## src/soc_params.svh

```systemverilog
// Peripheral subsystem parameters
// Bus widths, address map and GPIO widths shared by RTL and testbench

`ifndef SOC_PARAMS_SVH
`define SOC_PARAMS_SVH

`define SOC_ADDR_W 32
`define SOC_DATA_W 32
`define SOC_BE_W   4

// RAM window, 1 KiB
`define SOC_RAM_BASE   32'h0010_0000
`define SOC_RAM_SIZE   32'h0000_0400
`define SOC_RAM_MASK   (~(`SOC_RAM_SIZE - 32'd1))

`define SOC_GPIO_BASE  32'h8000_0000
`define SOC_GPIO_SIZE  32'h0000_1000  // 4 KiB
`define SOC_GPIO_MASK  (~(`SOC_GPIO_SIZE - 32'd1))

`define SOC_TIMER_BASE 32'h8000_2000
`define SOC_TIMER_SIZE 32'h0000_1000  // 4 KiB
`define SOC_TIMER_MASK (~(`SOC_TIMER_SIZE - 32'd1))

`define SOC_GPI_W 8
`define SOC_GPO_W 16

// Register offsets inside a 4 KiB window
`define SOC_REG_OFS_0 12'h000
`define SOC_REG_OFS_4 12'h004

`endif

```

## src/soc_pkg.sv

```systemverilog
// Shared bus types for the peripheral subsystem
// Host request, host response and device select

`include "soc_params.svh"

package soc_pkg;

  typedef struct packed {
    logic [`SOC_ADDR_W-1:0] addr;
    logic                   we;
    logic [`SOC_BE_W-1:0]   be;
    logic [`SOC_DATA_W-1:0] wdata;
  } bus_req_t;  // 69 bits

  typedef struct packed {
    logic                   valid;
    logic                   err;
    logic [`SOC_DATA_W-1:0] rdata;
  } bus_rsp_t;  // 34 bits

  typedef struct packed {
    logic ram;
    logic gpio;
    logic timer;
    logic unmapped;
  } dev_sel_t;

  // Replace only the enabled bytes of a word
  function automatic logic [`SOC_DATA_W-1:0] be_merge(input logic [`SOC_DATA_W-1:0] old_w,
                                                       input logic [`SOC_DATA_W-1:0] new_w,
                                                       input logic [`SOC_BE_W-1:0]   be);
    logic [`SOC_DATA_W-1:0] res;
    res = old_w;
    for (int i = 0; i < `SOC_BE_W; i++) begin
      if (be[i]) res[8*i +: 8] = new_w[8*i +: 8];
    end
    return res;
  endfunction

endpackage

```

## src/soc_addr_decode.sv

```systemverilog
// Address decoder
// Base/mask compare per device window, one-hot select per host strobe
// Unmapped bit set when no window matches

`include "soc_params.svh"

module soc_addr_decode (
  input  logic               host_req_i,
  input  soc_pkg::bus_req_t  host_cmd_i,
  output soc_pkg::dev_sel_t  dev_sel_o
);

  logic [`SOC_ADDR_W-1:0] addr;
  logic                   ram_hit;
  logic                   gpio_hit;
  logic                   timer_hit;
  logic                   any_hit;

  assign addr = host_cmd_i.addr;

  assign ram_hit   = (addr & `SOC_RAM_MASK) == `SOC_RAM_BASE;
  assign gpio_hit  = (addr & `SOC_GPIO_MASK) == `SOC_GPIO_BASE;
  assign timer_hit = (addr & `SOC_TIMER_MASK) == `SOC_TIMER_BASE;

  // Windows never overlap
  assign any_hit = ram_hit | gpio_hit | timer_hit;

  always_comb begin
    dev_sel_o          = '0;
    dev_sel_o.ram      = host_req_i & ram_hit;
    dev_sel_o.gpio     = host_req_i & gpio_hit;
    dev_sel_o.timer    = host_req_i & timer_hit;
    dev_sel_o.unmapped = host_req_i & ~any_hit;
  end

endmodule

```

## config.mk

```make
export PLATFORM = sky130hd
export DESIGN_NAME = soc_addr_decode
export DESIGN_NICKNAME = d
export VERILOG_FILES = /design/src/soc_pkg.sv /design/src/soc_addr_decode.sv
export VERILOG_INCLUDE_DIRS = /design/src
export SDC_FILE = /design/constraint.sdc
export NUM_CORES = 1
export LEC_CHECK = 0
export ABC_AREA = 0
export BUFFER_PORTS_ARGS = -buffer_cell sky130_fd_sc_hd__clkbuf_2
export CORE_AREA = 8 8 45 47
export DETAILED_ROUTE_END_ITERATION = 10
export DIE_AREA = 0 0 53 55
export PLACE_DENSITY = 0.74
export SYNTH_ARGS = -nofsm -noshare
export SYNTH_HDL_FRONTEND = slang
export SYNTH_SLANG_ARGS = --single-unit
```

## constraint.sdc

```tcl
create_clock -name vclk -period 0.85
set_input_delay 0.085 -clock vclk [all_inputs]
set_output_delay 0.085 -clock vclk [all_outputs]
set_load 0.1 [all_outputs]
```

# Yosys cells after proc, flatten, opt, wreduce, memory -nomap -nowiden
# Cells that the tools add are included.
dict set report classes {
  bitwise_logic 7
  eq_ne 3
}
# cell n
set ops {}
lappend ops {{== test 20 bit, second input constant} 2}
lappend ops {{== test 22 x 11 -> 1 bit, second input constant} 1}
lappend ops {{bitwise AND 1 bit} 4}
lappend ops {{bitwise OR 1 bit} 2}
lappend ops {{NOT 1 bit} 1}
dict set report totals {
  elab_cells 10
  ff_bits 0
  input_bits 70
  out_inout_bits 4
}

# Depth between registers and ports, before layout
dict set report depth {
  ltp_word 5
  ltp_mapped 3
  depth_no_buf 3
}

# Worst setup path before layout
# Ideal clock, no wire load.
dict set report synth_timing {
  kind {input to output}
  startpoint {in host_cmd_i[65] (netlist name)}
  endpoint {out dev_sel_o[1] (netlist name)}
  required_time_ns 0.765
  t_arrival_ns 3.432
  stages 2
  n_path_buf 0
  setup_slack_ns -2.667
  cell_sequence {or3_1 nor4_1}
}
# element line
set synth_rtl {}
lappend synth_rtl {{start, declared} soc_addr_decode.sv:9} ;# input soc_pkg::bus_req_t host_cmd_i,
lappend synth_rtl {{end, declared} soc_addr_decode.sv:10} ;# output soc_pkg::dev_sel_t dev_sel_o

==> out/summary.txt <==
cells after synthesis: 18
Starting Density: 0.0787
element type at the critical path start: input pin
Chip Width: 53 um
Via density: 4.23
WP data required: 0.76 ns
CORE AREA: 1380 um^2
number of distinct library cells after synthesis: 12
Worst path top cell family by delay: simple AND/OR/NAND/NOR gates
dpl cells: 64
register area: 0 um^2
crit path DAT: 1.20 ns
critical path capture point type: output pin
worst setup margin: -0.433 ns
total number of vias: 271
Pre-Repair DR Iteration Count: 1
final wirelength: 783 um
Layout clock buffers: 0
first-pass GRT wire length: 1.21 mm
most frequent cell after synthesis: nor4_1
commonest cells in the netlist: nor4_1 (5), nand2_1 (2), nor2_1 (2)
Power Dens Cells: 340 nW/um^2
fin crit period: 1.28 ns
largest net degree at the start of global routing: 5
peak supply drop: 0.172 mV
die height: 55 um
Post-route DRC: 0
final instance area: 459 um^2
placer congestion estimate: 0.697
crit path kind: in -> out
CP peak stage delay: 0.26 ns
# rows: 14
syn avg cell area: 6.05 um^2
DR WL met3: 207 um
cell area after synthesis: 109 um^2
placed cell area: 428 um^2
Total GRT Usage: 0.0523
MaxCap Viol Count: 0
total grt overflow: 0
Routed Antenna Nets: 0
post-DR wirelength/cell: 12.2 um
Metal-1 WL: 186 um
Area Overhead vs Synth: 322%
antenna fix cells: 0
Least-Margin Pin Slew: 0.264 ns
type of the tightest min-delay check: in -> out
highest routed layer: met3
pre-CTS WS: -0.473 ns
Setup-failing EPs final: 4
nets@finish: 120
crit path buf inv count: 3
syn nets: 88
post-synth top area share: 0.287
Worst Path Max Fanout: 3
final hold vios: 0
DR iter-0 viols: 0
Seq/Total Area, Yosys: 0
Max Slew Vio Count: 0
CP Cell Sequence: buf_6 -> nor4_4 -> nand4_1 -> buf_6 -> nor4_4 -> buf_12
die area: 2920 um^2
post-synth top area cell: nor4_1
Slew HR: 0.822
RSZ-0062 raised after global routing: yes
top cells by area, synth: nor4_1 (29%), nor4_2 (11%), o31a_1 (8.0%)
Tcrit/Tclk final: 1.51
HPWL after detailed placement: 742 um
FFs & Latches: 0
run status: finished with violations
layout cell share with drive strength beyond 1: 0.792
slowest CP cell: nor4_4
max frequency: 779 MHz
Ports: 74
Yosys warning count: 0
final std cells w/o fill: 64
Port-buffer cells: 27
failing checks: setup timing
met2 WL: 390 um
initial antenna violation count: 0
filler cell count: 146
vias in the first global route: 318
leak pwr: 0.201 nW
[final timing paths]
check            from      endpoint  slack [ns]  cells past startpoint
max    host_cmd_i[49]  dev_sel_o[3]       -0.43                      6
min    host_cmd_i[48]  dev_sel_o[3]        0.60                      5
[power by group]
group | leakage, nW | switching, mW | total, mW | internal (mW)
combinational | 0.201 | 0.0761 | 0.156 | 0.0801
sequential | 0 | 0 | 0 | 0
clock | 0 | 0 | 0 | 0
total | 0.201 | 0.0761 | 0.156 | 0.0801
[placed cells by master, fill, tap and decap left out, drive strengths merged, types with 2 or more instances in the layout]
cell     n
buf     10
clkbuf  20
nand2    2
nor2     2
nor4     6
[metrics by stage]
step / util / TNS [ns] / hold slack [ns] / total power, mW
after floorplan: - / -3.31 / 0.389 / 0.0556
after global placement: 0.309 / -1.75 / 0.607 / 0.140
after detailed placement: 0.309 / -1.83 / 0.606 / 0.144
after CTS: 0.312 / -1.83 / 0.606 / 0.145
after global routing: 0.332 / -1.95 / 0.614 / 0.167
final: 0.332 / -1.69 / 0.598 / 0.156
[layer usage]
| layer | track usage | vias up |
|---|---|---|
| met1 | 0.0347 | 118 |
| li1 | - | 132 |
| met2 | 0.107 | 21 |
| met5 | 0 | - |
| met4 | 0 | 0 |
| met3 | 0.0481 | 0 |
[final cells by class]
| type | count | area (um^2) | area share |
|---|---|---|---|
| Inverter | 1 | 3.75 | 0.00817 |
| Multi-Input combinational cell | 17 | 195 | 0.425 |
| Timing Repair Buffer | 30 | 240 | 0.523 |
| Tap cell | 16 | 20.0 | 0.0436 |
[logic make-up (layout without fill, tap and decap cells)]
family	after synthesis	after routing	synth area share
AND/OR/NAND/NOR	15	15	0.839
buffers and inverters	1	31	0.0344
AO/OA/AOI/OAI	2	2	0.126
[what timing repair did]
| item | in CTS | in global routing |
|---|---|---|
| hold buffers | 0 | 0 |
| setup endpoints to repair | 4 | 4 |
| gates resized for setup | 1 | 6 |
| pin swaps | 2 | 1 |
| setup buffers | 0 | 0 |
Note: power is estimated with default switching activity, not from simulation.
