--- src/soc_params.svh ---
// Peripheral subsystem parameters
// Bus widths, address map and GPIO widths shared by RTL and testbench

`ifndef SOC_PARAMS_SVH
`define SOC_PARAMS_SVH

`define SOC_ADDR_W 32
`define SOC_DATA_W 32
`define SOC_BE_W   4

// RAM window, 1 KiB
`define SOC_RAM_BASE   32'h0010_0000
`define SOC_RAM_SIZE   32'h0000_0400
`define SOC_RAM_MASK   (~(`SOC_RAM_SIZE - 32'd1))

`define SOC_GPIO_BASE  32'h8000_0000
`define SOC_GPIO_SIZE  32'h0000_1000  // 4 KiB
`define SOC_GPIO_MASK  (~(`SOC_GPIO_SIZE - 32'd1))

`define SOC_TIMER_BASE 32'h8000_2000
`define SOC_TIMER_SIZE 32'h0000_1000  // 4 KiB
`define SOC_TIMER_MASK (~(`SOC_TIMER_SIZE - 32'd1))

`define SOC_GPI_W 8
`define SOC_GPO_W 16

// Register offsets inside a 4 KiB window
`define SOC_REG_OFS_0 12'h000
`define SOC_REG_OFS_4 12'h004

`endif

--- src/soc_pkg.sv ---
// Shared bus types for the peripheral subsystem
// Host request, host response and device select

`include "soc_params.svh"

package soc_pkg;

  typedef struct packed {
    logic [`SOC_ADDR_W-1:0] addr;
    logic                   we;
    logic [`SOC_BE_W-1:0]   be;
    logic [`SOC_DATA_W-1:0] wdata;
  } bus_req_t;  // 69 bits

  typedef struct packed {
    logic                   valid;
    logic                   err;
    logic [`SOC_DATA_W-1:0] rdata;
  } bus_rsp_t;  // 34 bits

  typedef struct packed {
    logic ram;
    logic gpio;
    logic timer;
    logic unmapped;
  } dev_sel_t;

  // Replace only the enabled bytes of a word
  function automatic logic [`SOC_DATA_W-1:0] be_merge(input logic [`SOC_DATA_W-1:0] old_w,
                                                       input logic [`SOC_DATA_W-1:0] new_w,
                                                       input logic [`SOC_BE_W-1:0]   be);
    logic [`SOC_DATA_W-1:0] res;
    res = old_w;
    for (int i = 0; i < `SOC_BE_W; i++) begin
      if (be[i]) res[8*i +: 8] = new_w[8*i +: 8];
    end
    return res;
  endfunction

endpackage

--- src/soc_rsp_mux.sv ---
// Response stage
// Registers the device select and builds the host response a cycle later

`include "soc_params.svh"

module soc_rsp_mux (
  input  logic                   clk_sys_i,
  input  logic                   rst_sys_ni,
  input  soc_pkg::dev_sel_t      dev_sel_i,
  input  logic [`SOC_DATA_W-1:0] ram_rdata_i,
  input  logic [`SOC_DATA_W-1:0] gpio_rdata_i,
  input  logic [`SOC_DATA_W-1:0] timer_rdata_i,
  output soc_pkg::bus_rsp_t      rsp_o
);

  soc_pkg::dev_sel_t sel_q;

  always_ff @(posedge clk_sys_i or negedge rst_sys_ni) begin
    if (!rst_sys_ni) begin
      sel_q <= '0;
    end else begin
      sel_q <= dev_sel_i;
    end
  end

  // One-hot select, so an AND-OR merge is enough
  always_comb begin
    rsp_o       = '0;
    rsp_o.valid = |sel_q;
    rsp_o.err   = sel_q.unmapped;
    rsp_o.rdata = ({`SOC_DATA_W{sel_q.ram}}   & ram_rdata_i)
                | ({`SOC_DATA_W{sel_q.gpio}}  & gpio_rdata_i)
                | ({`SOC_DATA_W{sel_q.timer}} & timer_rdata_i);
  end

endmodule

--- config.mk ---
export PLATFORM = sky130hd
export DESIGN_NAME = soc_rsp_mux
export DESIGN_NICKNAME = d
export VERILOG_FILES = /design/src/soc_pkg.sv /design/src/soc_rsp_mux.sv
export VERILOG_INCLUDE_DIRS = /design/src
export SDC_FILE = /design/constraint.sdc
export NUM_CORES = 1
export LEC_CHECK = 0
export BUFFER_PORTS_ARGS = -buffer_cell sky130_fd_sc_hd__buf_4
export CORE_ASPECT_RATIO = 0.9
export CORE_UTILIZATION = 26
export CTS_CLUSTER_DIAMETER = 50
export DETAILED_ROUTE_END_ITERATION = 8
export GPL_ROUTABILITY_DRIVEN = 0
export HOLD_SLACK_MARGIN = 0.08
export PLACE_DENSITY = 0.92
export SLEW_MARGIN = 10
export SYNTH_ARGS = -nofsm -noshare
export SYNTH_HDL_FRONTEND = slang
export SYNTH_SLANG_ARGS = --single-unit
--- constraint.sdc ---
create_clock -name clk_sys_i -period 2.8 [get_ports clk_sys_i]
set_input_delay 0.28 -clock clk_sys_i [delete_from_list [all_inputs] [get_ports clk_sys_i]]
set_output_delay 0.28 -clock clk_sys_i [all_outputs]
set_load 0.02 [all_outputs]
; After elaboration in Yosys (flattened, before gate mapping)
; Cells that the tools add are included.
[totals]
register_bits = 4
in_bits = 102
elab_cells = 10
[op_classes]
bitwise = 5
reduce_logical = 1
[ops]
columns = operator, n
row1 = bitwise AND 32 bit, 3
row2 = OR 32 bit, 2
row3 = OR reduction 4 bit, 1

; Depth between registers and ports, before layout
[depth]
depth_word = 3
ltp_mapped = 4

; Worst setup path after synthesis
; Ideal clock, no wire load.
[synth_timing]
kind = flip-flop to output port
from = register sel_q[3] in the netlist's numbering
to = output port rsp_o[33] in the netlist's numbering
t_arrival_ps = 1093
setup_slack_ps = 1427
path_stages_with_launch = 3
path_buffers = 1
cell_sequence = dfrtp_1 > buf_6 > or4_1
[synth_rtl]
columns = item, line_no
row1 = from (decl), soc_rsp_mux.sv:16  ; soc_pkg::dev_sel_t sel_q;
row2 = from (signal assigned), soc_rsp_mux.sv:22  ; sel_q <= dev_sel_i;
row3 = to (decl), soc_rsp_mux.sv:13  ; output soc_pkg::bus_rsp_t rsp_o

==> impl_metrics.toml <==
[drt]
vias = 1261
drc = 0
dr.pass1.iters = 7
vias_per_cell = 5.366
drt_iter0_drc = 107
wire_per_inst_um = 14.40
wirelength_mm = 3.384
final_antenna_net_count = 0

[finish]
diodes = 0
final_area_mm2 = 0.001628
finalNetCount = 312
post_route_cells_drive_above_1_share_pct = 66.35
syn_to_final_growth_pct = 146.4
fin_cells = 235
fillerInstances = 177

[yosys]
yosys.area_share.simple_pct = 1.136
synth_top_family_by_area = "compound AO/OA/AOI/OAI gates"
synthAdderAreaFrac_pct = 0
syn_nets = 183
syn-cell-area_um2 = 660.6
syn_inst = 81
synth-compound-area-share_pct = 48.48
synthDistinctLibCells = 7
synth_xor_area_share_pct = 0
avgSynthCellArea_um2 = 8.156
synth-seq-cells = 4
muxShareOfSynthArea_pct = 0
seq_area_frac_synth_pct = 15.15
ys_warn_count = 0

[grt]
gr-usage-met3_pct = 4.321
grt_pass1_wl_mm = 4.616
grt_util_met2_pct = 45.18
track_usage_pct = 22.66
grt_use_met1_pct = 20.82
antenna_found_initial = 0
grt-busiest-layer = "met2"
grt_pass1_vias = 1137
grt_max_degree = 34
grt_overflow = 0

[cts]
numCtsBuffers = 3
clockBufferDepth = 2
cts-root-buf = "clkbuf_4"
post_cts_resized = 0
cts.sinks = 4
h-tree-depth = 1
tritoncts = "done"
clk_pin_slew_worst_paths_ns = 0.04

[timing]
finalMaxSlewViolations = 0
hold_viol = 0
rsz0062_at_grt = "false"
period_share_pct = 74.89
fin_crit_ns = 2.097
setup_viol = 0
setup_tns_ns = 0
fmax_ghz = 0.4769
holdWs_ns = 0.1515
slew_headroom_pct = 30.86
max_slew.worst_pin.slew_ns = 1.037

[floorplanning]
initial_utilization_pct = 28.95
fp-row-count = 16
core_area_mm2 = 0.002282
die_w_um = 55.14
dieHeight_um = 49.82
fp.dieArea_mm2 = 0.002747
io-pin-count = 136

[placement]
port_buffers = 135
placed_cells = 231
dp_hpwl_mm = 2.624
place_area_mm2 = 0.001595

[worst_setup_path]
crit_type = "reg -> out"
crit_path_end_kind = "output port"
startpoint_type = "register"
worst_ep_required_time_ns = 2.52
cp_max_fo = 33
arrival_ns = 1.82

[min_path]
hold_path.class = "in -> reg"

[power_and_ir_drop]
powerDensity_mw_per_mm2 = 267.3
ir_drop_v = 0.0002797
p_leak_nw = 0.9329
p_total_mw = 0.4351

[flow_run]
maxCapViolCount = 0

[outcome]
status = "finished clean"
-- per-stage QoR --
| stage | utilization (%) | setup slack [ns] |
|---|---|---|
| final | 71.33 | 0.7030 |
| after global routing | 71.33 | 0.6090 |
| after CTS | 71.33 | 0.7124 |
| after detailed placement | 69.90 | 0.9824 |
| after global placement | 69.90 | 1.017 |
| after floorplan | - | 1.427 |
-- worst max-delay path, stage by stage, from the launching register on --
cell and delay (ns):
dfrtp_1 0.75, or4_1 0.66, buf_4 0.17
-- state kept, by name (all words and copies together) (netlist names) --
register	count
rsp_o	1
sel_q	3
-- path summary, 6_finish.rpt --
kind	cells past startpoint	start	end	slack [ns]
worst min-delay path	1	dev_sel_i[3]	sel_q[3]$_DFF_PN0_	0.15
worst max-delay path	2	sel_q[3]$_DFF_PN0_	rsp_o[33]	0.70
max in group asynchronous	2	rst_sys_ni	rsp_o[32]$_DFF_PN0_	2.29
min in group asynchronous	2	rst_sys_ni	sel_q[3]$_DFF_PN0_	0.40
-- power breakdown --
part	switching, mW	internal [mW]
sequential	0.0212	0.0607
combinational	0.112	0.169
clock	0.0240	0.0480
-- layer usage --
metal / up-vias / routed length [µm] / share of wire, %
met3: 2 / 392 / 12
li1: 584 / - / -
met2: 94 / 1877 / 55
met1: 581 / 1084 / 32
met4: 0 / 29 / 0.86
met5: - / 0 / 0
-- synthesized netlist by cell type --
library cell,n,share of area (%)
buf_6,8,14
or4_1,1,1.1
buf_4,1,1.1
buf_2,3,2.3
dfrtp_1,4,15
inv_1,32,18
a222oi_1,32,48
-- cells in the final DEF, fill, tap and decap left out, drive strengths merged --
master and instances:
buf 135, a222oi 32, inv 32, dfrtp 4, clkbuf 3, or4 1
dlygate4sd3 1
-- layout make-up --
cell class	count	area [µm²]	area share (%)
inverters	32	120.1	7.379
well taps	27	33.78	2.075
clock buffers	3	22.52	1.384
multi-input cells	33	327.8	20.14
repair buffers	136	1023	62.87
flip-flops and latches	4	100.1	6.149
-- cell families (layout without fill, tap and decap cells) --
| family | after synthesis | in the layout |
|---|---|---|
| buffers and inverters | 44 | 171 |
| and+or+nand+nor | 1 | 1 |
| DFF | 4 | 4 |
| AOI/OAI and AO/OA | 32 | 32 |
-- what timing repair did --
action / in CTS / in global routing
hold endpoints to repair: 4 / 0
buffers inserted: 0 / 0
hold buffers: 1 / 0
No activity file was read; power rests on OpenSTA's default activity.
