`config.mk`:
```
export PLATFORM = sky130hd
export DESIGN_NAME = soc_gpio
export DESIGN_NICKNAME = d
export VERILOG_FILES = /design/src/soc_pkg.sv /design/src/soc_gpio.sv
export VERILOG_INCLUDE_DIRS = /design/src
export SDC_FILE = /design/constraint.sdc
export NUM_CORES = 1
export LEC_CHECK = 0
export ABC_AREA = 1
export ABC_CLOCK_PERIOD_IN_PS = 850
export BUFFER_PORTS_ARGS = -buffer_cell sky130_fd_sc_hd__buf_4
export CORE_MARGIN = 8
export CORE_UTILIZATION = 25
export CTS_BUF_LIST = sky130_fd_sc_hd__clkbuf_8
export CTS_CLUSTER_DIAMETER = 30
export CTS_CLUSTER_SIZE = 40
export DETAILED_ROUTE_END_ITERATION = 12
export PLACE_DENSITY_LB_ADDON = 0.15
export SLEW_MARGIN = 20
export SYNTH_ARGS = -nofsm -noshare
export SYNTH_HDL_FRONTEND = slang
export SYNTH_SLANG_ARGS = --single-unit
```
`constraint.sdc`:
```
create_clock -name clk_sys_i -period 0.85 [get_ports clk_sys_i]
set_input_delay 0.0425 -clock clk_sys_i [delete_from_list [all_inputs] [get_ports clk_sys_i]]
set_output_delay 0.0425 -clock clk_sys_i [all_outputs]
set_load 0.05 [all_outputs]
```
`src/soc_params.svh`:
```
// Peripheral subsystem parameters
// Bus widths, address map and GPIO widths shared by RTL and testbench

`ifndef SOC_PARAMS_SVH
`define SOC_PARAMS_SVH

`define SOC_ADDR_W 32
`define SOC_DATA_W 32
`define SOC_BE_W   4

// RAM window, 1 KiB
`define SOC_RAM_BASE   32'h0010_0000
`define SOC_RAM_SIZE   32'h0000_0400
`define SOC_RAM_MASK   (~(`SOC_RAM_SIZE - 32'd1))

`define SOC_GPIO_BASE  32'h8000_0000
`define SOC_GPIO_SIZE  32'h0000_1000  // 4 KiB
`define SOC_GPIO_MASK  (~(`SOC_GPIO_SIZE - 32'd1))

`define SOC_TIMER_BASE 32'h8000_2000
`define SOC_TIMER_SIZE 32'h0000_1000  // 4 KiB
`define SOC_TIMER_MASK (~(`SOC_TIMER_SIZE - 32'd1))

`define SOC_GPI_W 8
`define SOC_GPO_W 16

// Register offsets inside a 4 KiB window
`define SOC_REG_OFS_0 12'h000
`define SOC_REG_OFS_4 12'h004

`endif

```
`src/soc_pkg.sv`:
```
// Shared bus types for the peripheral subsystem
// Host request, host response and device select

`include "soc_params.svh"

package soc_pkg;

  typedef struct packed {
    logic [`SOC_ADDR_W-1:0] addr;
    logic                   we;
    logic [`SOC_BE_W-1:0]   be;
    logic [`SOC_DATA_W-1:0] wdata;
  } bus_req_t;  // 69 bits

  typedef struct packed {
    logic                   valid;
    logic                   err;
    logic [`SOC_DATA_W-1:0] rdata;
  } bus_rsp_t;  // 34 bits

  typedef struct packed {
    logic ram;
    logic gpio;
    logic timer;
    logic unmapped;
  } dev_sel_t;

  // Replace only the enabled bytes of a word
  function automatic logic [`SOC_DATA_W-1:0] be_merge(input logic [`SOC_DATA_W-1:0] old_w,
                                                       input logic [`SOC_DATA_W-1:0] new_w,
                                                       input logic [`SOC_BE_W-1:0]   be);
    logic [`SOC_DATA_W-1:0] res;
    res = old_w;
    for (int i = 0; i < `SOC_BE_W; i++) begin
      if (be[i]) res[8*i +: 8] = new_w[8*i +: 8];
    end
    return res;
  endfunction

endpackage

```
`src/soc_gpio.sv`:
```
// GPIO block
// Offset 0 is the output register, offset 4 the synchronised inputs

`include "soc_params.svh"

module soc_gpio (
  input  logic                   clk_sys_i,
  input  logic                   rst_sys_ni,
  input  logic                   req_i,
  input  soc_pkg::bus_req_t      cmd_i,
  input  logic [`SOC_GPI_W-1:0]  gp_i,
  output logic [`SOC_GPO_W-1:0]  gp_o,
  output logic [`SOC_DATA_W-1:0] rdata_o
);

  logic [`SOC_GPO_W-1:0]  gpo_q;
  logic [`SOC_DATA_W-1:0] gpo_merged;
  logic [`SOC_GPI_W-1:0]  gpi_meta_q;
  logic [`SOC_GPI_W-1:0]  gpi_sync_q;
  logic [`SOC_DATA_W-1:0] rdata_q;
  logic                   sel_out;
  logic                   sel_in;

  assign sel_out = cmd_i.addr[11:0] == `SOC_REG_OFS_0;
  assign sel_in  = cmd_i.addr[11:0] == `SOC_REG_OFS_4;

  assign gpo_merged = soc_pkg::be_merge(`SOC_DATA_W'(gpo_q), cmd_i.wdata, cmd_i.be);

  always_ff @(posedge clk_sys_i or negedge rst_sys_ni) begin
    if (!rst_sys_ni) begin
      gpo_q      <= '0;
      gpi_meta_q <= '0;
      gpi_sync_q <= '0;
      rdata_q    <= '0;
    end else begin
      gpi_meta_q <= gp_i;  // Two-flop sync
      gpi_sync_q <= gpi_meta_q;
      if (req_i && cmd_i.we && sel_out) gpo_q <= gpo_merged[`SOC_GPO_W-1:0];
      if (req_i) begin
        if (cmd_i.we)     rdata_q <= '0;
        else if (sel_out) rdata_q <= `SOC_DATA_W'(gpo_q);
        else if (sel_in)  rdata_q <= `SOC_DATA_W'(gpi_sync_q);
        else              rdata_q <= '0;
      end
    end
  end

  assign gp_o    = gpo_q;
  assign rdata_o = rdata_q;

endmodule

```
==> Yosys cells after proc, flatten, opt, wreduce, memory -nomap -nowiden <==
Cells that the tools add are included.
{ "totals": {"register_bits": 64, "input_bits": 80, "output_inout_bits": 48, "word_cells": 14} }
{ "classes": {"eq_ne": 1, "muxes": 3, "n_reduce_logical": 5} }
{ "op_table": {"columns": ["op", "count"], "rows": [
  ["$mux W16", 2],
  ["$eq A12 B3 Y1 const B", 1],
  ["$logic_not A12 Y1", 1],
  ["$mux W8", 1],
  ["$reduce_and A2 Y1", 2],
  ["$logic_and A1 B1 Y1", 2]
]} }

==> Depth between registers and ports, before layout <==
{ "depth": {"depth_word": 4, "mapped_depth": 9, "ltp_nobuf": 7} }

==> Worst setup path after synthesis <==
No wires, ideal clock.
{ "synth_timing": {"path_kind": "reg2reg", "from": "register gpo_q[0] (netlist: gp_o[0])", "to": "register rdata_q[0] (netlist: rdata_o[0])", "setup_time_ns": 0.066, "arrival_ns": 0.894, "required_ns": 0.784, "path_slack_ns": -0.110, "stages_incl_launch_ff": 5, "path_buffers": 0, "period_less_slack_ns": 0.960, "cell_sequence": "dfrtp_1 nand3_1 nand2_1 nand2_1 nand2_1"} }
{ "synth_between": {"elab_chain_len": 2} }
{ "synth_lines": {"columns": ["item", "line_no", "source"], "rows": [
  ["start, declared", "soc_gpio.sv:16", "logic [`SOC_GPO_W-1:0] gpo_q;"],
  ["start signal, assigned", "soc_gpio.sv:38", "if (req_i && cmd_i.we && sel_out) gpo_q <= gpo_merged[`SOC_GPO_W-1:0];"],
  ["$mux W16", "soc_gpio.sv:41", "else if (sel_out) rdata_q <= `SOC_DATA_W'(gpo_q);"],
  ["$mux W16", "soc_gpio.sv:40", "if (cmd_i.we) rdata_q <= '0;"],
  ["end signal, assigned", "soc_gpio.sv:41", null],
  ["end signal, assigned", "soc_gpio.sv:42", "else if (sel_in) rdata_q <= `SOC_DATA_W'(gpi_sync_q);"],
  ["end, declared", "soc_gpio.sv:20", "logic [`SOC_DATA_W-1:0] rdata_q;"]
]} }
Every way passes these cells.
A chain may end at the register's enable or synchronous reset.

==> Final worst setup path <==
{ "layout_timing": {"from": "register gpo_q[0] (netlist: gp_o[0])", "to": "output port gp_o[0]"} }
{ "layout_lines": {"columns": ["item", "line_no", "source"], "rows": [
  ["end, declared", "soc_gpio.sv:12", "output logic [`SOC_GPO_W-1:0] gp_o,"]
]} }
No word-level cell between the ends.

==> results.cfg <==
[floorplan]
die_area_um2 = 11200
core_area_um2 = 8010
start_util = 0.253
num_io_pins = 128
fp-row-count = 33
fp.dieW_um = 106
fp.dieH_um = 106

[sta]
min_period_ps = 941
finalHoldViolCount = 0
setup_ws_ps = -90.6
setup_tns_ps = -2020
timing.hold.ws_ps = 120
setup_viol = 39
fmax_mhz = 1060
fin_crit_sh = 1.11
drv_slew = 0
skew_ps = 9.42
grt_setup_unrepaired = true

[finish]
drive_gt1_frac = 0.479
antenna_cells = 0
utilization = 0.452
nNetsFinal = 436
area_delta_synth_final_pct = 78.8

[logic_synthesis]
ys_types = 16
synth_top_family_by_area = simple AND/OR/NAND/NOR gates
synth-adder-area-share = 0
synth_seq_cells = 48
synthXorXnorAreaFrac = 0
yosysWarnings = 0
synthSimpleGateAreaFrac = 0.311
syn_area_um2 = 2020
muxShareOfSynthArea = 0
syn_avg_cell_area_um2 = 9.37
synth_compound_area_frac = 0
synth_top_area_cell = dfrtp_1
ys_seq_area_frac = 0.594
synth_area_leaders = dfrtp_1, nand2_1, buf_4, nand3_1, nand4_4
synth_top_area_frac = 0.594
syn-instance-count = 216

[cts]
cts.sinks = 48
cts_tree = yes
clk_latency_ps = 300
cts_root_buf = clkbuf_8
clk_pin_slew_worst_paths_ps = 100
clk_path_buf_depth = 2
cts.htree.levels = 2
cts_inserted_buffers = 5

[run_status]
violations = negative setup slack
outcome = finished with violations

[critical_path]
worstSetupStartpointType = flop
slowest_delay_ps = 440
slowest_stage = dfrtp_2
r2r-end = rdata_o[2]
timing.rr.start = gp_o[2]
critPathKind = flop to output port
r2r_cells = 5
r2r_slack_ps = -50
cp_num_buf_inv = 1
path_delay_family = flip-flops
crit_fanout = 2
endpoint_kind = output port
worst-endpoint-arrival_ps = 900
crit_required_ps = 810
cp_cell_sequence = buf_6

[route]
wl_mm = 5.74
vias = 1786
remaining_drc_errors = 0
routed_via_density = 3.87
postRouteAntennaNets = 0
first_pass_iters = 4
first_iter_violations = 57
drt-wirelength-per-cell_um = 12.4

[place]
dp_hpwl_mm = 4.19
gp_congestion = 0.742
io_buffers = 73
dp_slack_ps = -284

[global_route]
grt_use_total = 0.102
grt_util_met1 = 0.114
grt.busiest_layer = met2
use_met3 = 0.0327
grt_pass1_vias = 1960
grt_pass1_wl_mm = 9.29
grt_max_degree = 19
overflow = 0
grt_use_met2 = 0.181
grt_antenna_before_repair = 0

[hold_path]
hp-class = input port to asynchronous set/reset pin

[pwr]
power_density_nw_per_um2 = 1350
vdd_drop_max_uv = 853
leakage_nw = 1.88

[run]
drv_cap = 0
cell type report:
cell class              instances  area [um^2]
clock buffers                   5         68.8
clock inverters                 3         68.8
fillers                       796         4390
inverters                       6         22.5
multi-input cells             155          785
flip-flops and latches         48         1220
well taps                     105          131
repair buffers                140         1320
sequential cells by signal, summed over array words and instances (netlist names):
name and flops:
gp_o 16, rdata_o 16, gpi_meta_q 8, gpi_sync_q 8
synthesized netlist by cell type:
cell type,count
dfrtp_1,48
nor2_1,7
nor2_2,1
nand2_1,100
conb_1,1
buf_2,1
inv_1,5
nand3_1,24
and2_2,1
buf_4,18
inv_2,1
clkbuf_1,1
buf_6,2
nand3_4,1
nor2_4,3
nand4_4,2
per-layer routing:
metal | vias to the layer above | wire, um | part of all wire
li1 | 914 | - | -
met5 | - | 0 | 0
met1 | 815 | 2280 | 0.40
met4 | 0 | 75 | 0.013
met2 | 53 | 2960 | 0.52
met3 | 4 | 424 | 0.074
through the flow:
step / area, um^2 / total power [mW] / cells
2_1_floorplan: 2120 / 2.65 / 231
3_3_place_gp: 2770 / 2.85 / 400
3_5_place_dp: 2770 / 2.85 / 400
4_1_cts: 3440 / 4.94 / 452
5_1_grt: 3620 / 5.11 / 462
6_report: 3620 / 4.89 / 462
where the power goes:
group	internal, mW	leakage (nW)	switching, mW
Combinational	0.260	1.21	0.331
Sequential	2.32	0.607	0.00941
Clock	1.18	0.0687	0.784
Total	3.76	1.88	1.12
cell usage in the layout (no fill, tap or decap), drive strengths merged:
| cell | Yosys | routed |
|---|---|---|
| inv | 6 | 7 |
| nand2 | 100 | 100 |
| conb | 1 | 16 |
| buf | 21 | 115 |
| nand4 | 2 | 2 |
| nand3 | 25 | 25 |
| dfrtp | 48 | 48 |
| clkbuf | 1 | 5 |
| bufinv | 0 | 2 |
| dlygate4sd3 | 0 | 25 |
| and2 | 1 | 1 |
| nor2 | 11 | 11 |
what timing repair did:
item / in CTS / in global routing
setup endpoints to repair: 32 / 55
gates resized for setup: 38 / 28
setup buffers: 19 / 10
endpoints found under the hold margin: 72 / 0
hold buffers: 25 / 0
pin swaps: 3 / 28
kinds of logic (layout without fill, tap and decap cells):
family / count (synthesis) / count (layout)
flops: 48 / 48
simple gates: 139 / 139
buf+inv: 28 / 154
other cells: 1 / 16
how the worst max path moves through the flow:
stage               startpoint          to  slack [ps]  cells after the start
detailed placement   cmd_i[48]    gp_o[15]        -280                      9
global route           gp_o[3]  rdata_o[3]        -120                      5
CTS                    gp_o[5]     gp_o[5]        -100                      1
floorplan            cmd_i[48]     gp_o[0]         -20                      8
finish                 gp_o[0]     gp_o[0]         -90                      1
global placement     cmd_i[48]    gp_o[13]        -260                      9
Power figures use the tool's default switching activity.
