File: config.mk
export PLATFORM = sky130hd
export DESIGN_NAME = soc_timer
export DESIGN_NICKNAME = d
export VERILOG_FILES = /design/src/soc_pkg.sv /design/src/soc_timer.sv
export VERILOG_INCLUDE_DIRS = /design/src
export SDC_FILE = /design/constraint.sdc
export NUM_CORES = 1
export LEC_CHECK = 0
export BUFFER_PORTS_ARGS = -buffer_cell sky130_fd_sc_hd__buf_2
export CORE_ASPECT_RATIO = 1.2
export CORE_MARGIN = 2
export CORE_UTILIZATION = 55
export DETAILED_ROUTE_END_ITERATION = 7
export GPL_TIMING_DRIVEN = 1
export PLACE_DENSITY = 0.79
export SLEW_MARGIN = 20
export SYNTH_ARGS = -nofsm -noshare
export SYNTH_HDL_FRONTEND = slang
export SYNTH_SLANG_ARGS = --single-unit
File: constraint.sdc
create_clock -name clk_sys_i -period 2.4 [get_ports clk_sys_i]
set_input_delay 0.12 -clock clk_sys_i [delete_from_list [all_inputs] [get_ports clk_sys_i]]
set_output_delay 0.12 -clock clk_sys_i [all_outputs]
set_load 0.005 [all_outputs]
File: src/soc_params.svh
// Peripheral subsystem parameters
// Bus widths, address map and GPIO widths shared by RTL and testbench

`ifndef SOC_PARAMS_SVH
`define SOC_PARAMS_SVH

`define SOC_ADDR_W 32
`define SOC_DATA_W 32
`define SOC_BE_W   4

// RAM window, 1 KiB
`define SOC_RAM_BASE   32'h0010_0000
`define SOC_RAM_SIZE   32'h0000_0400
`define SOC_RAM_MASK   (~(`SOC_RAM_SIZE - 32'd1))

`define SOC_GPIO_BASE  32'h8000_0000
`define SOC_GPIO_SIZE  32'h0000_1000  // 4 KiB
`define SOC_GPIO_MASK  (~(`SOC_GPIO_SIZE - 32'd1))

`define SOC_TIMER_BASE 32'h8000_2000
`define SOC_TIMER_SIZE 32'h0000_1000  // 4 KiB
`define SOC_TIMER_MASK (~(`SOC_TIMER_SIZE - 32'd1))

`define SOC_GPI_W 8
`define SOC_GPO_W 16

// Register offsets inside a 4 KiB window
`define SOC_REG_OFS_0 12'h000
`define SOC_REG_OFS_4 12'h004

`endif

File: src/soc_pkg.sv
// Shared bus types for the peripheral subsystem
// Host request, host response and device select

`include "soc_params.svh"

package soc_pkg;

  typedef struct packed {
    logic [`SOC_ADDR_W-1:0] addr;
    logic                   we;
    logic [`SOC_BE_W-1:0]   be;
    logic [`SOC_DATA_W-1:0] wdata;
  } bus_req_t;  // 69 bits

  typedef struct packed {
    logic                   valid;
    logic                   err;
    logic [`SOC_DATA_W-1:0] rdata;
  } bus_rsp_t;  // 34 bits

  typedef struct packed {
    logic ram;
    logic gpio;
    logic timer;
    logic unmapped;
  } dev_sel_t;

  // Replace only the enabled bytes of a word
  function automatic logic [`SOC_DATA_W-1:0] be_merge(input logic [`SOC_DATA_W-1:0] old_w,
                                                       input logic [`SOC_DATA_W-1:0] new_w,
                                                       input logic [`SOC_BE_W-1:0]   be);
    logic [`SOC_DATA_W-1:0] res;
    res = old_w;
    for (int i = 0; i < `SOC_BE_W; i++) begin
      if (be[i]) res[8*i +: 8] = new_w[8*i +: 8];
    end
    return res;
  endfunction

endpackage

File: src/soc_timer.sv
// Machine timer
// Free-running mtime with compare register, interrupt when mtime >= mtimecmp
// mtime at offset 0, mtimecmp at offset 4

`include "soc_params.svh"

module soc_timer (
  input  logic                   clk_sys_i,
  input  logic                   rst_sys_ni,
  input  logic                   req_i,
  input  soc_pkg::bus_req_t      cmd_i,
  output logic [`SOC_DATA_W-1:0] rdata_o,
  output logic                   irq_o
);

  logic [`SOC_DATA_W-1:0] mtime_q;
  logic [`SOC_DATA_W-1:0] mtimecmp_q;
  logic [`SOC_DATA_W-1:0] rdata_q;
  logic                   irq_q;
  logic                   sel_time;
  logic                   sel_cmp;
  logic                   wr_time;
  logic                   wr_cmp;

  assign sel_time = cmd_i.addr[11:0] == `SOC_REG_OFS_0;
  assign sel_cmp  = cmd_i.addr[11:0] == `SOC_REG_OFS_4;
  assign wr_time  = req_i & cmd_i.we & sel_time;
  assign wr_cmp   = req_i & cmd_i.we & sel_cmp;

  always_ff @(posedge clk_sys_i or negedge rst_sys_ni) begin
    if (!rst_sys_ni) begin
      mtime_q    <= '0;
      mtimecmp_q <= '1;
    end else begin
      // A write wins over the increment
      if (wr_time) mtime_q <= soc_pkg::be_merge(mtime_q, cmd_i.wdata, cmd_i.be);
      else         mtime_q <= mtime_q + 1'b1;
      if (wr_cmp) mtimecmp_q <= soc_pkg::be_merge(mtimecmp_q, cmd_i.wdata, cmd_i.be);
    end
  end

  always_ff @(posedge clk_sys_i or negedge rst_sys_ni) begin
    if (!rst_sys_ni) begin
      irq_q <= 1'b0;
    end else begin
      irq_q <= mtime_q >= mtimecmp_q;  // one cycle behind the compare
    end
  end

  always_ff @(posedge clk_sys_i or negedge rst_sys_ni) begin
    if (!rst_sys_ni) begin
      rdata_q <= '0;
    end else if (req_i) begin
      if (cmd_i.we)      rdata_q <= '0;
      else if (sel_time) rdata_q <= mtime_q;
      else if (sel_cmp)  rdata_q <= mtimecmp_q;
      else               rdata_q <= '0;
    end
  end

  assign rdata_o = rdata_q;
  assign irq_o   = irq_q;

endmodule

== Word level (Yosys, flattened, before mapping) ==
Index checks and enable logic that the tools add are counted.
W data, S select, Z words.

* Bits in registers: 97
* Input port bits: 72

* Eq/ne operators: 5
* $lt $le $gt $ge: 1
* $add $sub $neg: 1
* Bitwise logic cells: 3
* Mux-type cells: 8
* Reduce and logical (&&, ||, !) cells: 5

{| class="wikitable"
|+ Operator list
! operator !! count
|-
| $mux W32 || 4
|-
| $add A32 B1 Y32 const B || 1
|-
| $ge A32 B32 Y1 || 1
|-
| $mux W8 || 4
|-
| $eq A12 B3 Y1 const B || 1
|-
| $logic_not A12 Y1 || 1
|-
| $ne A2 B2 Y1 const B || 4
|-
| $reduce_and A2 Y1 || 4
|-
| $and A1 B1 Y1 || 3
|}

== Longest topological paths before layout ==
Gate-level depths: netlist of run 1.

* Word-level depth: 4
* Gate-level depth with buffers: 8

== Worst setup path before layout of run 1 ==
No wires, ideal clock.

* Path kind: reg-to-reg
* Start point: register mtimecmp_q[19]
* End point: register irq_q (netlist: irq_o)
* Library setup time: 0.142 ns
* Period minus slack after synthesis: 1.946 ns
* Stages on the path, launching flop included: 8
* Arrival: 1.803 ns
* Setup slack: 0.454 ns
* Path buffers: 0
* Cell sequence: dfstp_2 inv_1 ha_1 a21oi_1 o21ai_0 a221o_1 a2111oi_0 o21ai_0

* Word-level cells in the longest chain between the ends: 1

{| class="wikitable"
|+ Ends and longest elaborated chain
! what !! RTL line !! source
|-
| start, declared || soc_timer.sv:17 || <nowiki>logic [`SOC_DATA_W-1:0] mtimecmp_q;</nowiki>
|-
| start signal, assigned || soc_timer.sv:38 || <nowiki>if (wr_cmp) mtimecmp_q <= soc_pkg::be_merge(mtimecmp_q, cmd_i.wdata, cmd_i.be);</nowiki>
|-
| $ge A32 B32 Y1 || soc_timer.sv:46 || <nowiki>irq_q <= mtime_q >= mtimecmp_q;</nowiki>
|-
| end signal, assigned || soc_timer.sv:46 ||
|-
| end, declared || soc_timer.sv:19 || <nowiki>logic irq_q;</nowiki>
|}

No other way between the ends.
A chain may end at the register's enable or synchronous reset.

== Worst setup path in the final report of run 1 ==
* Start point: register mtimecmp_q[2]
* End point: register irq_q (netlist: irq_o)

Same word-level chain as after synthesis.

==> results of run 1 <==
## area by class of cell
cell class / count / area (sq um)
clock buffer: 12 / 267
clock inverter: 4 / 97.6
fill: 756 / 3290
inverter: 72 / 270
multi-input combinational: 367 / 2850
sequential: 97 / 2470
tap: 126 / 158
timing repair buffer: 112 / 661
## power breakdown
| group | switching, mW | total (mW) | internal (mW) |
|---|---|---|---|
| clock | 0.624 | 1.73 | 1.10 |
| sequential | 0.0826 | 1.77 | 1.68 |
| combinational | 0.228 | 0.416 | 0.188 |
| total | 0.934 | 3.91 | 2.98 |
## cells by family after synthesis
| family | share of synthesized area, % |
|---|---|
| AOI/OAI and AO/OA | 16.4 |
| adders and majority gates | 7.26 |
| buffers and inverters | 6.62 |
| DFF | 43.4 |
| muxes | 12.9 |
| and+or+nand+nor | 13.4 |
## metrics by stage
step	setup TNS, ns	hold slack, ns
final	0	0.00557
after global routing	0	0.0121
after CTS	0	0.00136
after detailed placement	-0.0339	-0.0138
after global placement	-0.0542	-0.0155
after floorplan	0	-0.176
## registers in the layout, indices dropped and copies added (netlist names)
| name | cells |
|---|---|
| mtime_q | 32 |
| mtimecmp_q | 32 |
| rdata_o | 32 |
| irq_o | 1 |
## how the worst max path moves through the flow
stage	start	endpoint	slack, ns
floorplan	mtimecmp_q[19]	irq_o	0.45
global placement	mtimecmp_q[2]	irq_o	-0.05
detailed placement	mtimecmp_q[2]	irq_o	-0.03
CTS	mtimecmp_q[2]	irq_o	0.05
global route	mtimecmp_q[2]	irq_o	0.11
finish	mtimecmp_q[2]	irq_o	0.16
## Yosys cell counts (all sizes together) (7+ instances only)
master | number | area [sq um]
inv | 72 | 270
dfrtp | 65 | 1630
mux2i | 36 | 360
ha | 33 | 413
mux2 | 33 | 372
o22ai | 33 | 206
dfstp | 32 | 841
nand3 | 30 | 150
a21oi | 29 | 145
nand2 | 22 | 92.6
nand4 | 17 | 106
nor2 | 15 | 72.6
clkbuf | 12 | 45.0
o21ai | 11 | 58.8
buf | 10 | 61.3
and3 | 9 | 56.3
nor3 | 9 | 45.0
nor4 | 9 | 77.6
o221a | 7 | 78.8
## layout by cell type, fill, tap and decap left out, types with 4 or more instances in the layout
cell type | synthesis | layout
sky130_fd_sc_hd__buf_2 | 7 | 83
sky130_fd_sc_hd__inv_1 | 72 | 72
sky130_fd_sc_hd__dfrtp_1 | 65 | 65
sky130_fd_sc_hd__mux2i_1 | 36 | 36
sky130_fd_sc_hd__o22ai_1 | 33 | 33
sky130_fd_sc_hd__ha_1 | 33 | 33
sky130_fd_sc_hd__dfstp_2 | 32 | 32
sky130_fd_sc_hd__mux2_2 | 31 | 31
sky130_fd_sc_hd__nand3_1 | 30 | 30
sky130_fd_sc_hd__a21oi_1 | 29 | 29
sky130_fd_sc_hd__buf_4 | 2 | 26
sky130_fd_sc_hd__nand2_1 | 18 | 18
sky130_fd_sc_hd__nand4_1 | 17 | 17
sky130_fd_sc_hd__nor2_1 | 14 | 14
sky130_fd_sc_hd__o21ai_0 | 10 | 10
sky130_fd_sc_hd__nor3_1 | 9 | 9
sky130_fd_sc_hd__and3_1 | 9 | 9
sky130_fd_sc_hd__clkbuf_16 | 0 | 9
sky130_fd_sc_hd__nor4_1 | 7 | 7
sky130_fd_sc_hd__a21o_1 | 6 | 6
sky130_fd_sc_hd__a211oi_1 | 6 | 6
sky130_fd_sc_hd__o21a_1 | 6 | 6
sky130_fd_sc_hd__and4_1 | 5 | 5
sky130_fd_sc_hd__a31oi_1 | 4 | 4
sky130_fd_sc_hd__or4_4 | 4 | 4
sky130_fd_sc_hd__a211o_1 | 4 | 4
sky130_fd_sc_hd__o221a_2 | 4 | 4
sky130_fd_sc_hd__o22a_1 | 4 | 4
sky130_fd_sc_hd__nand2_2 | 4 | 4
## worst max-delay path: cells and delay by family (launching register included)
kind | cells | cell delay (ns)
compound gates | 5 | 1.05
fa+ha+maj | 1 | 0.28
buf+inv | 2 | 0.22
flops | 1 | 0.54
## metal layers
layer / wire [um] / part of all wire, %
met5: 0 / 0
met4: 350 / 2.3
met3: 933 / 6.2
met2: 7810 / 52
met1: 6060 / 40
## repair_timing
action	CTS	global route
resized for setup	1	1
endpoints found under the hold margin	44	0
hold buffers	1	0
endpoints found under the setup margin	1	1
==> run summary, run 1 <==
Run status: complete, no violations
Layout Utilization: 67.3%
F_max: 446 MHz
Final Instance Count excl. Fillers: 790
First-pass GRT wire length: 24800 um
Maximum number of pins on one net before global-route repair: 49
Worst path required time: 2.62 ns
Clock insertion delay at the later pin of the skew report: 0.35 ns
Fin. max-slew vios: 0
Number of cells after detailed placement: 773
Worst reg2reg path startpoint: mtimecmp_q[2]
Met3 Usage GRT: 4.80%
Sequence of cells on the critical path: inv_1 > ha_1 > a21o_1 > a31oi_1 > o21ai_0 > a2111oi_2 > buf_4 > o21ai_0
H-tree depth reported by CTS: 3
Register bit count reported by yosys: 97
Cell depth of the worst flop-to-flop path: 8
Post-Place Worst Slack: -0.0339 ns
Predominant post-synthesis flop cell: sky130_fd_sc_hd__dfrtp_1
Average instance area after synthesis: 10.2 sq um
First-pass iteration count of the detailed router: 7
Post-synthesis cell area: 5690 sq um
Power per Cell Area: 578 nW/um^2
Setup fix buffers added after clock tree synthesis: 0
Post-detailed-placement half-perimeter wirelength: 11000 um
Clock transition at path regs: 0.07 ns
Post-DR wirelength/cell: 19.2 um
Most frequent cell on the critical path: sky130_fd_sc_hd__o21ai_0
Sink count of the clock tree: 97
Number of warnings printed during yosys synthesis: 0
Kind of path behind the tightest hold check: primary input to flip-flop
Clock tree from TritonCTS: done
Global route overflow: 0
Clock skew after layout: 0.00917 ns
Number of nets in the finished design: 764
Total clock buffers created by CTS: 9
DRC marker count from the first detailed-route iteration: 338
Layout cell share with drive strength beyond 1: 31.3%
Starting Density: 56.5%
DRC viols: 0
CTS Root Cell: sky130_fd_sc_hd__clkbuf_16
Setup slack on the worst flop-to-flop path: 0.16 ns
Proportion of register bits with asynchronous set or reset after synthesis: 100%
Total track usage: 27.8%
Actual transition at the worst max-transition pin: 0.611 ns
Finished Cell Area: 6770 sq um
Number of buffers on the longest clock path: 2
Kind of start point of the critical path: flip-flop
Classification of the worst setup path: flip-flop to flip-flop
Io pins: 105
Routed via count: 4916
Post-detailed-placement cell area: 6390 sq um
Worst reg2reg endpoint: irq_o
Area growth from synthesis to layout: 19.0%
Routability congestion estimate from global placement: 0.900
GR Layer Usage met2: 48.3%
Std-Cell Core Area: 10100 sq um
Arrival time at the worst endpoint: 2.46 ns
Final number of setup-violating endpoints: 0
Post-detailed-route via-to-cell ratio: 6.22
Endpoint of the worst hold-timing path: mtime_q[21]
Total Die Area: 11200 sq um
Portion of the post-synthesis area used by sequential elements: 43.4%
Initial antenna violation count: 0
Kind of capture point of the worst setup path: flip-flop
Y dimension of the die: 115 um
Buffers on Ports: 84
Hold Startpoint: cmd_i[21]
Delay of the slowest cell on the worst path: 0.54 ns
Final ANT Viol Nets: 0
Floorplan row count: 40
Overall power of the completed layout: 3.91 mW
Horizontal die dimension: 96.8 um
Cell depth of the worst hold path: 2
Unrepaired setup endpoints after global routing: false
Post-route setup slack: 0.157 ns
Fraction of the cycle the final worst path needs: 93.4%
Total leakage power: 3.02 nW
Via count of the first global-routing pass: 4952
Number of hold-slack violations in the final timing report: 0
ANT cells: 0
Total detailed-routing wirelength: 15200 um
CP max stage cell: sky130_fd_sc_hd__dfstp_2
Post-layout minimum cycle time: 2.24 ns
Met1 global-route usage: 34.9%
Tightest slew margin relative to the limit: 58.9%
Max Cap Violations: 0
Cell count after synthesis: 558
Worst-path fanout max: 3
Number of flops mapped to enable cells by yosys: 0
Worst vdd ir: 0.328 mV
Top Usage Layer GRT: met2
Number of distinct library cells after synthesis: 60
Number of nets in the synthesized netlist: 663
Power figures use the tool's default switching activity.
==> inputs of run 2 (changes only) <==
CORE_UTILIZATION = 50   (was 55)
PLACE_DENSITY = 0.73   (was 0.79)
==> run summary, run 2 (same netlist as run 1, synthesis figures left out) <==
Power per Cell Area: 538 nW/um^2 (-6.9%)
Buffers on Ports: 84 (unchanged)
Fin. max-slew vios: 0 (unchanged)
DRC marker count from the first detailed-route iteration: 274 (-19%)
Clock insertion delay at the later pin of the skew report: 0.35 ns (about the same)
Combinational share of power: 11.7% (+1.1 points)
Clock transition at path regs: 0.07 ns (about the same)
Commonest cells after routing, fill and taps aside: sky130_fd_sc_hd__buf_2 (83), sky130_fd_sc_hd__inv_1 (72), sky130_fd_sc_hd__dfrtp_1 (65), sky130_fd_sc_hd__mux2i_1 (36)
Clock tree from TritonCTS: done
Total Die Area: 12200 sq um (+9.6%)
CTS Root Cell: sky130_fd_sc_hd__clkbuf_16
Routability congestion estimate from global placement: 0.886 (-1.6%)
Post-detailed-placement half-perimeter wirelength: 11200 um (+1.9%)
Routed via count: 4932 (+0.33%)
Classification of the worst setup path: flip-flop to flip-flop
F_max: 443 MHz (-0.62%)
Total detailed-routing wirelength: 15100 um (-0.13%)
Relative contribution of sequential cells to total power: 48.7% (+3.5 points)
Relative contribution of the clock network to total power: 39.5% (-4.7 points)
Fraction of the cycle the final worst path needs: 94.0% (+0.58 points)
Post-detailed-route via-to-cell ratio: 6.01 (-3.5%)
Worst reg2reg path startpoint: mtimecmp_q[2]
Worst reg2reg endpoint: irq_o
First-pass iteration count of the detailed router: 5 (-2)
First-pass GRT wire length: 24300 um (-1.8%)
Post-DR wirelength/cell: 18.4 um (-3.9%)
DRC viols: 0 (unchanged)
Number of gates resized after CTS: 0 (-1)
Final TNS setup: 0 ns (unchanged)
Switching power as a share of total power: 25.4% (+1.5 points)
Finished Cell Area: 6740 sq um (-0.39%)
Final Instance Count excl. Fillers: 821 (+3.9%)
Via count of the first global-routing pass: 4884 (-1.4%)
Kind of start point of the critical path: flip-flop
Cell depth of the worst hold path: 2 (unchanged)
Internal Dissipation: 2.71 mW (-9.1%)
Horizontal die dimension: 101 um (+4.7%)
Worst vdd ir: 0.310 mV (-5.7%)
Io pins: 105 (unchanged)
Worst path required time: 2.61 ns (about the same)
Run status: complete, no violations
Number of cells after detailed placement: 803 (+3.9%)
Leading cell type in the layout, fill and taps excluded: sky130_fd_sc_hd__buf_2
Endpoint of the worst hold-timing path: mtime_q[21]
Global route overflow: 0 (unchanged)
Std-Cell Core Area: 11100 sq um (+10%)
Post-detailed-placement cell area: 6440 sq um (+0.78%)
Post-Place Worst Slack: 0.169 ns (+0.203 ns)
Actual transition at the worst max-transition pin: 0.641 ns (+0.0297 ns)
Worst slack on hold paths: 0.00936 ns (+0.00379 ns)
Floorplan row count: 42 (+5.0%)
Y dimension of the die: 121 um (+4.7%)
Overall power of the completed layout: 3.63 mW (-7.3%)
Total clock buffers created by CTS: 9 (unchanged)
Tightest slew margin relative to the limit: 56.7% (-2.3 points)
Hold Startpoint: cmd_i[21]
Total leakage power: 3.00 nW (-0.69%)
Kind of path behind the tightest hold check: primary input to flip-flop
Kind of capture point of the worst setup path: flip-flop
Setup slack on the worst flop-to-flop path: 0.14 ns (about the same)
Number of buffers on the longest clock path: 2 (unchanged)
Final number of setup-violating endpoints: 0 (unchanged)
Arrival time at the worst endpoint: 2.47 ns (about the same)
Number of hold-slack violations in the final timing report: 0 (unchanged)
Unrepaired setup endpoints after global routing: false
Area growth from synthesis to layout: 18.6%
Sink count of the clock tree: 97 (unchanged)
Cell depth of the worst flop-to-flop path: 8 (unchanged)
Switching Power: 919 uW (-1.7%)
Maximum number of pins on one net before global-route repair: 50 (+2.0%)
H-tree depth reported by CTS: 3 (unchanged)
Post-route setup slack: 0.143 ns (-0.0139 ns)
Clock skew after layout: 0.00831 ns (-0.000859 ns)
Post-layout minimum cycle time: 2.26 ns (+0.0139 ns)
Layout Utilization: 60.8% (-6.5 points)
Max Cap Violations: 0 (unchanged)
Initial antenna violation count: 0 (unchanged)
Worst-path fanout max: 3 (unchanged)
Number of nets in the finished design: 766 (+0.26%)
Layout cell share with drive strength beyond 1: 31.1% (-0.24 points)
Starting Density: 51.3% (-5.2 points)
Total track usage: 25.9% (-1.9 points)
Final ANT Viol Nets: 0 (unchanged)
[run 2: cell types whose count changed in the layout (fill, tap and decap cells not counted), moves of 2 or more]
cell,delta
sky130_fd_sc_hd__clkbuf_8,-2
sky130_fd_sc_hd__clkinv_2,+3
sky130_fd_sc_hd__buf_4,+2
sky130_fd_sc_hd__bufinv_16,-2
sky130_fd_sc_hd__clkbuf_1,+2
[run 2: power groups by stage]
stage               combinational [mW]  sequential [mW]  clock (mW)
finish                           0.426             1.77        1.43
global route                     0.471             1.77        1.54
CTS                              0.430             1.76        1.45
detailed placement               0.422             1.79           0
global placement                 0.403             1.78           0
floorplan                        0.227             1.77           0
[run 2: repair_timing]
item | in CTS | in global routing
hold endpoints to repair | 18 | 0
endpoints found under the setup margin | 0 | 0
buffers inserted | 0 | 0
hold buffers | 1 | 0
[run 2: worst max path at each step]
stage / from / end / slack (ns) / cells past startpoint
after floorplan: mtimecmp_q[19] / irq_o / 0.45 / 7
after global placement: mtimecmp_q[2] / irq_o / 0.24 / 8
after detailed placement: mtimecmp_q[2] / irq_o / 0.17 / 8
after CTS: mtimecmp_q[2] / irq_o / 0.13 / 8
after global routing: mtime_q[1] / mtime_q[26] / 0.01 / 6
final: mtimecmp_q[2] / irq_o / 0.14 / 8
[run 2: worst max-delay path, cell delays in order, from the launching register on]
cell and delay (ns):
sky130_fd_sc_hd__dfstp_2 0.55, sky130_fd_sc_hd__inv_1 0.05, sky130_fd_sc_hd__ha_1 0.28, sky130_fd_sc_hd__a21o_1 0.18, sky130_fd_sc_hd__a31oi_1 0.14, sky130_fd_sc_hd__o21ai_0 0.18
sky130_fd_sc_hd__a2111oi_0 0.47, sky130_fd_sc_hd__buf_4 0.20, sky130_fd_sc_hd__o21ai_0 0.07
[run 2: layout make-up]
class	instances	area [sq um]
Inverter	72	270
Antenna cell	1	2.50
Timing Repair Buffer	114	676
Multi-Input combinational cell	367	2840
Sequential cell	97	2470
Clock inverter	4	45.0
Clock buffer	12	246
Fill cell	944	4340
Tap cell	154	193
[run 2: metal layers]
| metal | up-vias | track usage, % | share of wire, % |
|---|---|---|---|
| met4 | 0 | 9.29 | 2.8 |
| met2 | 186 | 43.8 | 50 |
| li1 | 2295 | - | - |
| met5 | - | 0 | 0 |
| met3 | 33 | 5.14 | 6.0 |
| met1 | 2418 | 32.8 | 41 |
==> inputs of run 3 (changes only) <==
==> constraint.sdc (replaced) <==
create_clock -name clk_sys_i -period 2.4 [get_ports clk_sys_i]
set_input_delay 0.48 -clock clk_sys_i [delete_from_list [all_inputs] [get_ports clk_sys_i]]
set_output_delay 0.48 -clock clk_sys_i [all_outputs]
set_load 0.005 [all_outputs]
==> run summary, run 3 (same netlist as run 1, synthesis figures left out) <==
Routed via count: 4889 (-0.87%)
CTS Root Cell: sky130_fd_sc_hd__clkbuf_16
First-pass iteration count of the detailed router: 5 (unchanged)
Clock insertion delay at the later pin of the skew report: 0.34 ns (about the same)
Final ANT Viol Nets: 0 (unchanged)
Kind of path behind the tightest hold check: primary input to asynchronous set/reset pin
Sink count of the clock tree: 97 (unchanged)
Fin. max-slew vios: 0 (unchanged)
Tightest slew margin relative to the limit: 67.2% (+11 points)
Total met2 wirelength after detailed routing: 7170 um (-5.4%)
Routability congestion estimate from global placement: 0.898 (+1.4%)
Horizontal die dimension: 101 um (unchanged)
Run status: complete, no violations
F_max: 440 MHz (-0.80%)
Final number of setup-violating endpoints: 0 (unchanged)
Post-DR wirelength/cell: 17.8 um (-3.6%)
Kind of capture point of the worst setup path: flip-flop
Worst vdd ir: 0.336 mV (+8.6%)
Total clock buffers created by CTS: 9 (unchanged)
First-pass GRT wire length: 23900 um (-1.6%)
Via count of the first global-routing pass: 4926 (+0.86%)
Io pins: 105 (unchanged)
Number of buffers on the longest clock path: 2 (unchanged)
Actual transition at the worst max-transition pin: 0.487 ns (-0.154 ns)
Clock transition at path regs: 0.07 ns (about the same)
Total track usage: 25.1% (-0.89 points)
Power per Cell Area: 521 nW/um^2 (-3.0%)
Global route overflow: 0 (unchanged)
Topmost layer with routed signal wires: met4
Maximum number of pins on one net before global-route repair: 48 (-4.0%)
H-tree depth reported by CTS: 3 (unchanged)
Final TNS setup: 0 ns (unchanged)
Layout cell share with drive strength beyond 1: 32.0% (+0.97 points)
Total detailed-routing wirelength: 14700 um (-2.8%)
DRC marker count from the first detailed-route iteration: 281 (+2.6%)
Wire length on met1: 6140 um (-1.3%)
Max Cap Violations: 0 (unchanged)
Kind of start point of the critical path: flip-flop
Unrepaired setup endpoints after global routing: false
ANT cells: 0 (-1)
Met3 Routed Length: 979 um (+7.5%)
Y dimension of the die: 121 um (unchanged)
Leading cell type in the layout, fill and taps excluded: sky130_fd_sc_hd__buf_2
Fraction of the cycle the final worst path needs: 94.8% (+0.76 points)
Initial antenna violation count: 0 (unchanged)
Std-Cell Core Area: 11100 sq um (unchanged)
Commonest cells after routing, fill and taps aside: sky130_fd_sc_hd__buf_2 (83), sky130_fd_sc_hd__inv_1 (72), sky130_fd_sc_hd__dfrtp_1 (65), sky130_fd_sc_hd__buf_4 (38), sky130_fd_sc_hd__mux2i_1 (36)
Classification of the worst setup path: flip-flop to flip-flop
Post-layout minimum cycle time: 2.27 ns (+0.0182 ns)
Clock tree from TritonCTS: done
Floorplan row count: 42 (unchanged)
Setup fix buffers added after clock tree synthesis: 0 (unchanged)
Count of hold-fix buffers inserted at cts: 0 (-1)
Area growth from synthesis to layout: 18.9%
Finished Cell Area: 6760 sq um (+0.28%)
Worst path required time: 2.61 ns (about the same)
Post-detailed-placement half-perimeter wirelength: 11100 um (-1.2%)
Total Die Area: 12200 sq um (unchanged)
Buffers on Ports: 84 (unchanged)
Starting Density: 51.3% (unchanged)
Post-detailed-placement cell area: 6490 sq um (+0.85%)
Post-detailed-route via-to-cell ratio: 5.90 (-1.7%)
Number of nets in the finished design: 774 (+1.0%)
Arrival time at the worst endpoint: 2.48 ns (about the same)
Clock skew after layout: 0.00502 ns (-0.00329 ns)
DRC viols: 0 (unchanged)
Total leakage power: 3.02 nW (+0.78%)
Number of hold-slack violations in the final timing report: 0 (unchanged)
Worst-path fanout max: 3 (unchanged)
==> run 3: cell count changes in the layout (fill, tap and decap cells not counted), sizes merged <==
cell / previous run / this run
clkinv: 3 / 4
bufinv: 1 / 0
buf: 113 / 122
dlygate4sd3: 1 / 0
diode: 1 / 0
==> run 3: worst paths after layout <==
kind	from	endpoint	slack [ns]	depth (start not counted)
max in group asynchronous	rst_sys_ni	mtimecmp_q[7]	1.62	2
hold reg to reg	rdata_o[5]	rdata_o[5]	0.52	2
hold / removal	rst_sys_ni	rdata_o[14]	0.09	1
setup reg to reg	mtimecmp_q[2]	irq_o	0.13	8
min in group clk_sys_i	cmd_i[17]	mtime_q[17]	0.38	2
setup / recovery	mtimecmp_q[2]	irq_o	0.13	8
==> run 3: repair_timing <==
item                       CTS  global route
resized for setup            0             2
hold endpoints to repair     0             0
setup endpoints to repair    0             1
==> run 3: routing by layer <==
metal	up-vias	global-route usage, %
met5	-	0
met1	2365	33.0
li1	2301	-
met3	36	3.58
met2	187	41.1
met4	0	10.6
==> run 3: cell type report <==
class                   count  area, sq um
fillers                   933         4330
multi-input cells         367         2850
flip-flops and latches     97         2470
repair buffers            122          721
inverters                  72          270
clock buffers              12          246
well taps                 154          193
clock inverters             4         20.0
==> run 3: critical path, stage by stage, from the launching register on <==
cell and delay [ns]:
sky130_fd_sc_hd__dfstp_2 0.55, sky130_fd_sc_hd__inv_1 0.05, sky130_fd_sc_hd__ha_1 0.28, sky130_fd_sc_hd__a21o_1 0.18
sky130_fd_sc_hd__a31oi_1 0.16, sky130_fd_sc_hd__o21ai_0 0.19, sky130_fd_sc_hd__a2111oi_0 0.47, sky130_fd_sc_hd__buf_4 0.20
sky130_fd_sc_hd__o21ai_1 0.07
==> run 3: metrics by stage <==
stage / setup slack [ns] / hold slack (ns) / power, mW / std cells / utilization (%)
after floorplan: 0.203 / 0.184 / 2.00 / 558 / -
after global placement: 0.0124 / 0.468 / 2.20 / 812 / 58.6
after detailed placement: -0.0185 / 0.466 / 2.22 / 812 / 58.6
after CTS: 0.0704 / 0.103 / 3.55 / 828 / 61.0
after global routing: 0.0123 / 0.120 / 3.68 / 828 / 61.0
final: 0.125 / 0.0928 / 3.52 / 828 / 61.0
==> run 3: report_power, final <==
| part | total (mW) | switching, mW | internal [mW] | leakage [nW] |
|---|---|---|---|---|
| sequential | 1.75 | 0.0654 | 1.68 | 1.16 |
| clock | 1.33 | 0.603 | 0.725 | 0.136 |
| combinational | 0.447 | 0.247 | 0.200 | 1.73 |
| total | 3.52 | 0.916 | 2.61 | 3.02 |
